==> src/hdl/rv_consts.svh <==
`ifndef RV_CONSTS_SVH
`define RV_CONSTS_SVH

// Major opcodes in inst[6:0]
`define RV_OP_RTYPE  7'b0110011  // Register-register ALU
`define RV_OP_ITYPE  7'b0010011  // Register-immediate ALU
`define RV_OP_LOAD   7'b0000011
`define RV_OP_STORE  7'b0100011
`define RV_OP_SYSTEM 7'b1110011  // ECALL lives here

// funct3 values in inst[14:12]
`define RV_F3_ADD  3'b000  // Also SUB and ADDI
`define RV_F3_SLL  3'b001
`define RV_F3_SLT  3'b010
`define RV_F3_SLTU 3'b011
`define RV_F3_XOR  3'b100
`define RV_F3_SR   3'b101  // SRL or SRA by funct7
`define RV_F3_OR   3'b110
`define RV_F3_AND  3'b111
`define RV_F3_LW   3'b010  // Word load
`define RV_F3_SW   3'b010  // Word store

// funct7 values in inst[31:25]
`define RV_F7_BASE 7'b0000000
`define RV_F7_ALT  7'b0100000  // Selects SUB and SRA

`define MEM_WORDS 256  // Depth of the shared memory
`define N_REQ     3    // Fetch, data and host

`endif

==> src/hdl/rv_pkg.sv <==
`default_nettype none

package rv_pkg;

    // One data or instruction word
    typedef logic [31:0] word_t;

    // Word address into the 256 word memory
    typedef logic [7:0] addr_t;

    typedef logic [4:0] reg_idx_t;  // Selects x0 to x31

    // Requester number (fetch 0, data 1, host 2)
    typedef logic [1:0] req_id_t;

    // Controller states
    typedef enum logic [2:0] {
        IDLE,        // Out of reset until run
        FETCH,       // Instruction request held until gnt
        FETCH_WAIT,  // Instruction word comes back
        EXEC,        // Decode and ALU, ALU results written here
        MEM,         // Data request held until gnt
        MEM_WAIT,    // Load data comes back and is written
        HALT         // Parked after ECALL
    } core_state_t;

endpackage

`default_nettype wire

==> src/hdl/rv_decode.sv <==
`timescale 1ns/1ps
`include "rv_consts.svh"
`default_nettype none

module rv_decode (
    input  wire rv_pkg::word_t inst,
    output rv_pkg::reg_idx_t   rs1,
    output rv_pkg::reg_idx_t   rs2,
    output rv_pkg::reg_idx_t   rd,
    output rv_pkg::word_t      imm,
    output logic [3:0]         alu_op,
    output logic               use_imm,
    output logic               is_alu,
    output logic               is_load,
    output logic               is_store,
    output logic               is_halt
);
    import rv_pkg::*;

    logic [6:0] opcode;
    logic [2:0] funct3;
    logic [6:0] funct7;
    word_t      imm_i;
    word_t      imm_s;
    logic       sel_s;  // Store immediate layout

    // Fixed field positions
    assign opcode = inst[6:0];
    assign funct3 = inst[14:12];
    assign funct7 = inst[31:25];
    assign rs1    = inst[19:15];
    assign rs2    = inst[24:20];
    assign rd     = inst[11:7];

    // Sign-extended immediates
    assign imm_i = {{20{inst[31]}}, inst[31:20]};
    assign imm_s = {{20{inst[31]}}, inst[31:25], inst[11:7]};
    assign imm   = sel_s ? imm_s : imm_i;

    // Whatever is not recognized stops the core
    assign is_halt = !(is_alu || is_load || is_store);

    always_comb begin
        alu_op   = {1'b0, `RV_F3_ADD};  // Address adds by default
        use_imm  = 1'b0;
        is_alu   = 1'b0;
        is_load  = 1'b0;
        is_store = 1'b0;
        sel_s    = 1'b0;
        case (opcode)
            `RV_OP_RTYPE: begin
                if ((funct7 == `RV_F7_BASE) ||
                    ((funct7 == `RV_F7_ALT) &&
                     ((funct3 == `RV_F3_ADD) || (funct3 == `RV_F3_SR)))) begin
                    is_alu = 1'b1;
                    alu_op = {funct7[5], funct3};
                end
            end
            `RV_OP_ITYPE: begin
                use_imm = 1'b1;
                if (funct3 == `RV_F3_ADD) begin
                    is_alu = 1'b1;  // ADDI
                end else if ((funct3 == `RV_F3_SLL) && (funct7 == `RV_F7_BASE)) begin
                    is_alu = 1'b1;
                    alu_op = {1'b0, funct3};
                end else if ((funct3 == `RV_F3_SR) &&
                             ((funct7 == `RV_F7_BASE) || (funct7 == `RV_F7_ALT))) begin
                    is_alu = 1'b1;  // SRLI or SRAI
                    alu_op = {funct7[5], funct3};
                end
            end
            `RV_OP_LOAD: begin
                use_imm = 1'b1;
                is_load = (funct3 == `RV_F3_LW);
            end
            `RV_OP_STORE: begin
                use_imm  = 1'b1;
                sel_s    = 1'b1;
                is_store = (funct3 == `RV_F3_SW);
            end
            `RV_OP_SYSTEM: begin
                use_imm = 1'b0;  // ECALL ends up in is_halt
            end
            default: begin
                use_imm = 1'b0;
            end
        endcase
    end

endmodule

`default_nettype wire

==> config.mk <==
export PLATFORM = sky130hd
export DESIGN_NAME = rv_decode
export DESIGN_NICKNAME = d
export VERILOG_FILES = /design/src/hdl/rv_pkg.sv /design/src/hdl/rv_decode.sv
export VERILOG_INCLUDE_DIRS = /design/src /design/src/hdl
export SDC_FILE = /design/constraint.sdc
export NUM_CORES = 1
export LEC_CHECK = 0
export BUFFER_PORTS_ARGS = -buffer_cell sky130_fd_sc_hd__buf_2
export CAP_MARGIN = 20
export CORE_UTILIZATION = 28
export DETAILED_ROUTE_END_ITERATION = 10
export GPL_ROUTABILITY_DRIVEN = 0
export PLACE_DENSITY = 0.82
export SLEW_MARGIN = 15
export SYNTH_ARGS = -nofsm -noshare
export SYNTH_HDL_FRONTEND = slang
export SYNTH_SLANG_ARGS = --single-unit
==> constraint.sdc <==
create_clock -name vclk -period 1
set_input_delay 0.1 -clock vclk [all_inputs]
set_output_delay 0.1 -clock vclk [all_outputs]
set_load 0.02 [all_outputs]
* Word level (Yosys, flattened, before mapping)
Index checks and enable logic that the tools add are counted.
** Storage, ports and cells
- Word-level logic and storage cells :: 35
- Register bits after elaboration :: 0
- Output and inout port bits :: 56
** Operators by class
- Muxes and demuxes :: 15
- Reductions and logical operators :: 12
- Equal/unequal tests :: 8
** Operators with widths (number)
- $eq A7 B6 Y1 const B :: 3
- $mux W4 :: 4
- $mux W1 :: 8
- $pmux W4 S2 :: 1
- $eq A7 B2 Y1 const B :: 1
- $eq A7 B5 Y1 const B :: 1
- $logic_not A7 Y1 :: 1
- $logic_or A1 B1 Y1 :: 5
- $mux W5 :: 1
- $eq A3 B1 Y1 const B :: 1
- $eq A3 B2 Y1 const B :: 1
- $eq A3 B3 Y1 const B :: 1
- $logic_and A1 B1 Y1 :: 3
- $logic_not A3 Y1 :: 1
- $reduce_or A3 Y1 :: 1
- $pmux W1 S2 :: 1
- $logic_not A1 Y1 :: 1

* Logic depth before layout (Yosys ltp)
Gate-level depths: netlist of the first run.
- Depth after elaboration :: 10
- Depth in mapped cells :: 4

* Least setup slack after synthesis of the first run
No wires, ideal clock.
- Path kind :: input to output
- From :: in inst[2]
- To :: out imm[0]
- Path slack :: -0.167 ns
- Buffers on the path :: 0
- Required time :: 0.900 ns
- Stages on the path :: 3
- Arrival :: 1.067 ns
- Cells stage by stage :: nand4bb_1 nor4_4 mux2_2
** Between the ends
- Cells in the longest elaborated chain, start to end :: 3
** RTL lines
- start, declared :: RTL line rv_decode.sv:6 : input wire rv_pkg::word_t inst,
- $eq A7 B6 Y1 :: RTL line rv_decode.sv:50 : case (opcode)
- $mux W1 :: RTL line rv_decode.sv:50
- $mux W5 :: RTL line rv_decode.sv:38 : assign imm = sel_s ? imm_s : imm_i;
- end, declared :: RTL line rv_decode.sv:10 : output rv_pkg::word_t imm,
No other way between the ends.

* Worst setup path in the final report of the first run
- From :: in inst[3]
- To :: out imm[2]
The elaborated chain is that of the path after synthesis.

==> metrics.txt, run 1 <==
total iterations of the first detailed-routing run=2; Synthesis Warnings=0; max-slew violation count=0; number of design-rule violations left by the first detailed-router iteration=2; total global-route track usage=12.2%; violations in the final reports=negative setup slack; worst setup path category=primary input to output port; WHS=0.200 ns; final critical-path share of the clock period=134%; beginning of the worst hold path=inst[16]; maximum clock rate=around 740 MHz; Total Wirelength=1.64 mm; largest incremental delay on the critical path=around 0.35 ns; critical-path cell with the highest stage delay=sky130_fd_sc_hd__mux2_2; kind of capture point of the worst setup path=output port; Data required, critical path=about 0.9 ns; ports placed on the boundary=88; mean cell area of the mapped netlist=7.56 um2; antenna viol nets, final=0; final routed wire length divided by cell count=~11 um; Core Area=1960 um2; register area share after synthesis=0%; number of clock buffers in the layout=0; diodes inserted=0; run status=finished with violations; Final Non-Filler Cells=149; layout filler cell count=194; worst-margin pin slew=0.242 ns; estimated wirelength of the detail-placed design=~1.4 mm; antenna violations before repair=0; Storage cell area=0 um2; area of the mapped netlist=around 600 um2; worst slew slack as a fraction of its limit=between 80% and 90%; Final nets=156; Post-CTS Setup Repair Bufs=0; cell count after placement=149; number of buffer and inverter stages on the critical path=3; # port buffers=78; Initial Utilization=30.0%; count of hold-fix buffers inserted at cts=0; data arrival time of the critical path=1.24 ns; via density per instance=4.50; Pwr per Cell Area=435 nW/um2; via count of the first global-routing pass=approximately 540; floorplan row count=16; combined area of the multi-input logic cells=367 um2; crit path launch type=primary input; Die Outline Area=~2300 um2; setup ws final=-0.343 ns; Post-route DRC=0; area added between synthesis and finish=59.4%; count of mapped cells out of synthesis=78; Critical Path Start=inst[3]; Min-Delay Path Class=primary input to output port; DR vias=670; DIE WIDTH=47.9 um; cell family with most CP delay=buffers and inverters; wire length of the first global-routing pass=2.09 mm; Synthesized Nets=110; worst-path cell chain=buf_6 -> nand4bb_4 -> nor4_4 -> buf_4 -> mux2_2 -> buf_6; vertical extent of the die=47.9 um; Max Cap Viol=0; cell with the most instances on the worst path=sky130_fd_sc_hd__buf_6; maximum number of pins on one net before global-route repair=22; distinct cell type count after synthesis=24; share of layout cells above drive strength 1=90.2%; largest driver fanout on the critical path=5; RSZ-0062 raised after global routing=yes; count of final setup violators=13; Max VDD drop=around 0.00018 V; final number of hold-violating endpoints=0; min Tclk post-route=1.34 ns; layout sequential cell count=0; GR Overflow Total=0; reported leakage power=0.000516 uW
-- Yosys cell counts, drive strengths merged --
library cell / count / area, um2
nand4bb: 1 / 11.3
a31oi: 2 / 12.5
nand2: 1 / 3.75
o21ai: 1 / 5.00
o22ai: 1 / 6.26
and3b: 1 / 8.76
a211oi: 1 / 7.51
nor4: 2 / 27.5
mux2: 5 / 56.3
and2: 4 / 27.5
buf: 42 / 315
and3: 3 / 18.8
and4b: 1 / 10.0
xor2: 1 / 8.76
o211a: 2 / 20.0
nand2b: 1 / 6.26
a21boi: 1 / 7.51
a21oi: 1 / 5.00
inv: 2 / 7.50
o2bb2ai: 1 / 8.76
nor2: 4 / 15.0
-- what timing repair did --
action                     in CTS  in global routing
pin swaps                       7                  2
setup endpoints to repair      13                 13
gates resized for setup        31                  0
-- cell families (layout without fill, tap and decap cells) --
family | count (synthesis) | after routing | synth area share, %
multiplexers | 5 | 5 | 9.55
AO/OA/AOI/OAI | 10 | 10 | 12.3
XOR/XNOR | 1 | 1 | 1.49
AND/OR/NAND/NOR | 18 | 18 | 21.9
buffers and inverters | 44 | 88 | 54.8
-- path summary, 6_finish.rpt --
path	to	slack, ns	depth (start not counted)
min	rs1[1]	0.20	0
max	imm[2]	-0.34	6
-- power by group --
part           internal [uW]  leakage (uW)  total [uW]  switching, uW
combinational            172      0.000516         409            237
sequential                 0             0           0              0
clock                      0             0           0              0
-- final cells by class --
| type | count | area share [%] |
|---|---|---|
| inverters | 2 | 0.799 |
| well taps | 27 | 3.60 |
| multi-input cells | 34 | 39.0 |
| repair buffers | 86 | 56.6 |
-- layout by cell type (no fill, tap or decap), types with 2 or more instances in the layout --
cell type | Yosys | routed
sky130_fd_sc_hd__and2_2 | 2 | 2
sky130_fd_sc_hd__mux2_2 | 5 | 3
sky130_fd_sc_hd__buf_2 | 0 | 65
sky130_fd_sc_hd__buf_4 | 42 | 8
sky130_fd_sc_hd__and3_4 | 0 | 2
sky130_fd_sc_hd__nor2_2 | 0 | 2
sky130_fd_sc_hd__nor4_4 | 1 | 2
sky130_fd_sc_hd__nor2_1 | 4 | 2
sky130_fd_sc_hd__o211a_4 | 0 | 2
sky130_fd_sc_hd__buf_6 | 0 | 13
sky130_fd_sc_hd__mux2_4 | 0 | 2
-- metal layers --
metal | GRT usage, % | vias up | share of wire (%) | routed length (um)
met1 | 10.4 | 293 | 34 | 550
li1 | - | 311 | - | -
met5 | 0 | - | 0 | 0
met2 | 28.6 | 64 | 51 | 836
met3 | 1.89 | 2 | 15 | 245
met4 | 0.556 | 0 | 0.31 | 5
-- stage by stage --
stage | power, uW | util [%] | area [um2] | setup slack (ns) | TNS, ns
after floorplan | 316 | - | 661 | -0.138 | -1.06
after global placement | 372 | 42.3 | 830 | -0.347 | -4.14
after detailed placement | 377 | 42.3 | 830 | -0.381 | -4.36
after CTS | 411 | 47.9 | 940 | -0.339 | -3.68
after global routing | 438 | 47.9 | 940 | -0.403 | -4.57
final | 409 | 47.9 | 940 | -0.343 | -3.71
(Power assumes the default switching activity.)
==> inputs of run 2 (changes only) <==
Settings changed: CAP_MARGIN 20 to unset, PLACE_DENSITY 0.82 to 0.88, SKIP_LAST_GASP set to 1.
==> metrics.txt, run 2 (synthesis results as in run 1) <==
run status=finished with violations; violations in the final reports=negative setup slack; Max VDD drop=0.000242 V (+36%); Hold Path Cell Cnt=0 (unchanged); area added between synthesis and finish=69.0%; min Tclk post-route=1.37 ns (+0.0248 ns); layout filler cell count=206 (+6.2%); RSZ-0062 raised after global routing=yes; worst setup path category=primary input to output port; commonest cells after routing, fill and taps aside=sky130_fd_sc_hd__buf_2 (64), sky130_fd_sc_hd__buf_4 (15), sky130_fd_sc_hd__buf_6 (13), sky130_fd_sc_hd__nor2_1 (3), sky130_fd_sc_hd__mux2_2 (3); max-slew violation count=0 (unchanged); via density per instance=4.46 (-0.86%); via count of the first global-routing pass=581 (+6.8%); final routed wire length divided by cell count=11.5 um (+4.8%); final critical-path share of the clock period=137% (+2.5 points); cell with the most instances on the worst path=sky130_fd_sc_hd__buf_6; Min-Delay Path Class=primary input to output port; DP Worst Slack=-0.403 ns (-0.0229 ns); Max Cap Viol=0 (unchanged); Pwr per Cell Area=430 nW/um2 (-1.3%); largest incremental delay on the critical path=0.35 ns (about the same); most frequent standard cell in the layout excluding fill and tap cells=sky130_fd_sc_hd__buf_2; maximum clock rate=731 MHz (-1.8%); DR vias=691 (+3.1%); Post-Route Setup TNS=-4.18 ns (-0.474 ns); cell family with most CP delay=buffers and inverters; count of final setup violators=14 (+1); worst slew slack as a fraction of its limit=82.7% (-1.0 points); share of layout cells above drive strength 1=91.4% (+1.2 points); Core Area=1960 um2 (unchanged); number of buffer and inverter stages on the critical path=3 (unchanged); Storage cell area=0 um2 (unchanged); Final nets=162 (+3.8%); maximum number of pins on one net before global-route repair=22 (unchanged); diodes inserted=0 (unchanged); setup ws final=-0.368 ns (-0.0248 ns); worst-path cell chain=buf_6 -> nand4bb_4 -> nor4_4 -> buf_4 -> mux2_2 -> buf_6; Initial Utilization=30.0% (unchanged); antenna viol nets, final=0 (unchanged); reported leakage power=0.000549 uW (+6.3%); data arrival time of the critical path=1.27 ns (+0.03 ns); Die Outline Area=2290 um2 (unchanged); Data required, critical path=0.90 ns (about the same); # port buffers=78 (unchanged); layout sequential cell count=0 (unchanged); worst-margin pin slew=0.257 ns (+0.0154 ns); Total Wirelength=1.79 mm (+9.0%); number of clock buffers in the layout=0 (unchanged); Post-route DRC=0 (unchanged); estimated wirelength of the detail-placed design=1.43 mm (+2.3%); total global-route track usage=12.7% (+0.59 points); ports placed on the boundary=88 (unchanged); antenna violations before repair=0 (unchanged); critical-path cell with the highest stage delay=sky130_fd_sc_hd__mux2_2; largest driver fanout on the critical path=5 (unchanged); vertical extent of the die=47.9 um (unchanged); crit path launch type=primary input; DIE WIDTH=47.9 um (unchanged); total iterations of the first detailed-routing run=3 (+1); floorplan row count=16 (unchanged); number of design-rule violations left by the first detailed-router iteration=2 (unchanged); GR Overflow Total=0 (unchanged); wire length of the first global-routing pass=2.12 mm (+1.3%); final number of hold-violating endpoints=0 (unchanged); kind of capture point of the worst setup path=output port; Worst Hold End=rs1[4]; beginning of the worst hold path=inst[19]
run 2: timing repair:
action	CTS	global route
hold buffers	0	0
gates resized for setup	26	6
buffers inserted	2	1
pin swaps	7	2
endpoints found under the setup margin	13	14
run 2: report_power, final:
group / internal [uW] / total, uW / switching, uW
Combinational: 185 / 428 / 243
Clock: 0 / 0 / 0
Sequential: 0 / 0 / 0
run 2: worst max path at each step:
| stage | startpoint | to | slack (ns) | cells past startpoint |
|---|---|---|---|---|
| after floorplan | inst[2] | imm[0] | -0.14 | 3 |
| after global placement | inst[2] | is_load | -0.37 | 6 |
| after detailed placement | inst[2] | is_load | -0.40 | 6 |
| after CTS | inst[3] | imm[4] | -0.35 | 6 |
| after global routing | inst[3] | imm[0] | -0.40 | 6 |
| final | inst[3] | imm[0] | -0.37 | 6 |
run 2: area by class of cell:
type,instances,area [um2],share of cell area (%)
repair buffers,92,579,58.2
multi-input cells,34,375,37.7
well taps,27,33.8,3.39
inverters,2,7.51,0.754
run 2: layer usage:
metal  global-route usage [%]  wire (um)  vias up
li1                         -          -      326
met1                     9.23        553      300
met2                     33.0        955       65
met3                     1.13        278        0
met4                        0          0        0
met5                        0          0        -
run 2: metrics by stage:
step | power (uW) | hold slack [ns] | util, % | area [um2] | instances
floorplan | 316 | 0.282 | - | 661 | 78
finish | 428 | 0.200 | 50.8 | 996 | 155
global placement | 381 | 0.200 | 43.4 | 852 | 152
CTS | 419 | 0.200 | 49.0 | 961 | 154
detailed placement | 386 | 0.200 | 43.4 | 852 | 152
global route | 455 | 0.200 | 50.8 | 996 | 155
==> inputs of run 3 (changes only) <==
Settings changed: ABC_AREA set to 1, CORE_UTILIZATION 28 to 30.
==> metrics.txt, run 3 <==
run status=finished with violations; violations in the final reports=negative setup slack; antenna viol nets, final=0 (unchanged); Max VDD drop=0.000259 V (+7.0%); data arrival time of the critical path=1.08 ns (-0.19 ns); kind of capture point of the worst setup path=output port; WHS=0.200 ns (-0.0000360 ns); DIE WIDTH=49.6 um (+3.6%); DP Worst Slack=-0.302 ns (+0.102 ns); Total Wirelength=1.82 mm (+1.9%); total global-route track usage=13.8% (+1.1 points); layout sequential cell count=0 (unchanged); RSZ-0062 raised after global routing=yes; Die Outline Area=2460 um2 (+7.3%); cell count after placement=186 (+22%); count of hold-fix buffers inserted at cts=0 (unchanged); Min-Delay Path Class=primary input to output port; maximum clock rate=850 MHz (+16%); final critical-path share of the clock period=118% (-19 points); total iterations of the first detailed-routing run=2 (-1); count of final setup violators=14 (unchanged); via density per instance=4.11 (-7.8%); vertical extent of the die=49.6 um (+3.6%); Core Area=2040 um2 (+4.1%); leading post-synthesis cells by cell area=sky130_fd_sc_hd__buf_4 (46%), sky130_fd_sc_hd__nand2_1 (9.4%), sky130_fd_sc_hd__nor2_1 (7.7%), sky130_fd_sc_hd__inv_1 (7.2%), sky130_fd_sc_hd__nand3_1 (3.7%); maximum number of pins on one net before global-route repair=14 (-36%); # port buffers=78 (unchanged); Max Cap Viol=0 (unchanged); estimated wirelength of the detail-placed design=1.39 mm (-3.1%); most frequent cell after synthesis=sky130_fd_sc_hd__buf_4; largest incremental delay on the critical path=0.17 ns (-0.18 ns); wire length of the first global-routing pass=2.82 mm (+33%); GR Overflow Total=0 (unchanged); cell taking the most area after synthesis=sky130_fd_sc_hd__buf_4; DR vias=777 (+12%); Worst Hold End=rs1[3]; commonest cells after routing, fill and taps aside=sky130_fd_sc_hd__buf_2 (66), sky130_fd_sc_hd__buf_4 (16), sky130_fd_sc_hd__nand2_1 (14), sky130_fd_sc_hd__inv_1 (11), sky130_fd_sc_hd__buf_6 (10); distinct cell type count after synthesis=18 (-25%); via count of the first global-routing pass=707 (+22%); worst slew slack as a fraction of its limit=88.0% (+5.3 points); area of the mapped netlist=679 um2 (+15%); share of layout cells above drive strength 1=75.3% (-16 points); Post-route DRC=0 (unchanged); setup ws final=-0.177 ns (+0.191 ns); final routed wire length divided by cell count=9.63 um (-16%); Initial Utilization=33.3% (+3.2 points); worst-margin pin slew=0.179 ns (-0.0784 ns); Final Non-Filler Cells=189 (+22%); share of the core filled with cells=51.3% (+0.52 points); diodes inserted=0 (unchanged); proportion of netlist area held by the largest area contributor=46.4% (-7.1 points); number of clock buffers in the layout=0 (unchanged); ports placed on the boundary=88 (unchanged); Final nets=196 (+21%); beginning of the worst hold path=inst[18]; top cells by instance count after synthesis=sky130_fd_sc_hd__buf_4 (42), sky130_fd_sc_hd__nand2_1 (17), sky130_fd_sc_hd__nor2_1 (14), sky130_fd_sc_hd__inv_1 (13); count of mapped cells out of synthesis=112 (+44%); Storage cell area=0 um2 (unchanged); register area share after synthesis=0% (unchanged); Synthesis Warnings=0 (unchanged); Hold Path Cell Cnt=0 (unchanged); worst-path cell chain=buf_6 -> nor2_4 -> nand3_4 -> buf_4 -> buf_6 -> nor2_4 -> inv_2 -> nor2_1 -> buf_4; min Tclk post-route=1.18 ns (-0.191 ns); Data required, critical path=0.90 ns (about the same); reported leakage power=0.000622 uW (+13%); critical-path cell with the highest stage delay=sky130_fd_sc_hd__buf_4; worst setup path category=primary input to output port; crit path launch type=primary input; most frequent standard cell in the layout excluding fill and tap cells=sky130_fd_sc_hd__buf_2; Pwr per Cell Area=387 nW/um2 (-10%); largest driver fanout on the critical path=7 (+2); mean cell area of the mapped netlist=6.07 um2 (-20%); max-slew violation count=0 (unchanged); Synthesized Nets=144 (+31%); final number of hold-violating endpoints=0 (unchanged); floorplan row count=16 (unchanged); number of design-rule violations left by the first detailed-router iteration=3 (+1); area added between synthesis and finish=54.1%; antenna violations before repair=0 (unchanged)
[run 3: cell count changes after synthesis, sizes merged, moves of 4 or more]
cell / delta
and2: -4
nand2: +18
o21ai: +6
nand3: +7
nor2: +13
mux2: -5
inv: +12
[run 3: how the worst max path moves through the flow]
stage / end / startpoint / depth (start not counted)
floorplan: imm[0] / inst[3] / 4
global placement: alu_op[3] / inst[3] / 7
detailed placement: alu_op[3] / inst[3] / 7
CTS: alu_op[3] / inst[3] / 7
global route: alu_op[0] / inst[3] / 7
finish: is_store / inst[3] / 9
[run 3: worst max-delay path, delay by kind of cell]
kind,cells,cell delay [ns]
buffers and inverters,5,0.57
AND/OR/NAND/NOR,4,0.40
[run 3: per-stage QoR]
| stage | total power (uW) | setup TNS, ns | instance area [um2] |
|---|---|---|---|
| finish | 405 | -1.69 | 1050 |
| global route | 435 | -3.01 | 1050 |
| CTS | 395 | -1.43 | 1000 |
| detailed placement | 368 | -2.87 | 881 |
| global placement | 362 | -2.49 | 881 |
| floorplan | 315 | -0.279 | 689 |
[run 3: what timing repair did]
item | in CTS | in global routing
setup buffers | 2 | 1
endpoints found under the setup margin | 14 | 14
resized for setup | 32 | 10
endpoints found under the hold margin | 0 | 0
pin swaps | 10 | 3
[run 3: per-layer routing]
| metal | vias up | share of wire (%) | global-route usage [%] |
|---|---|---|---|
| met5 | - | 0 | 0 |
| met3 | 2 | 4.1 | 0.309 |
| li1 | 399 | - | - |
| met2 | 24 | 62 | 31.1 |
| met1 | 352 | 33 | 13.9 |
| met4 | 0 | 0.11 | 0.476 |
[run 3: area by class of cell]
cell class	count	area, um2
inverters	15	57.6
well taps	27	33.8
multi-input cells	55	393
fillers	220	995
repair buffers	92	563
[run 3: power breakdown]
| part | switching [uW] | leakage (uW) | internal (uW) |
|---|---|---|---|
| registers | 0 | 0 | 0 |
| logic | 246 | 0.000622 | 159 |
| clock network | 0 | 0 | 0 |
[run 3: cells by family after synthesis]
group,after synthesis,synth area share (%)
buf+inv,57,54.7
simple gates,47,37.8
compound gates,8,7.55
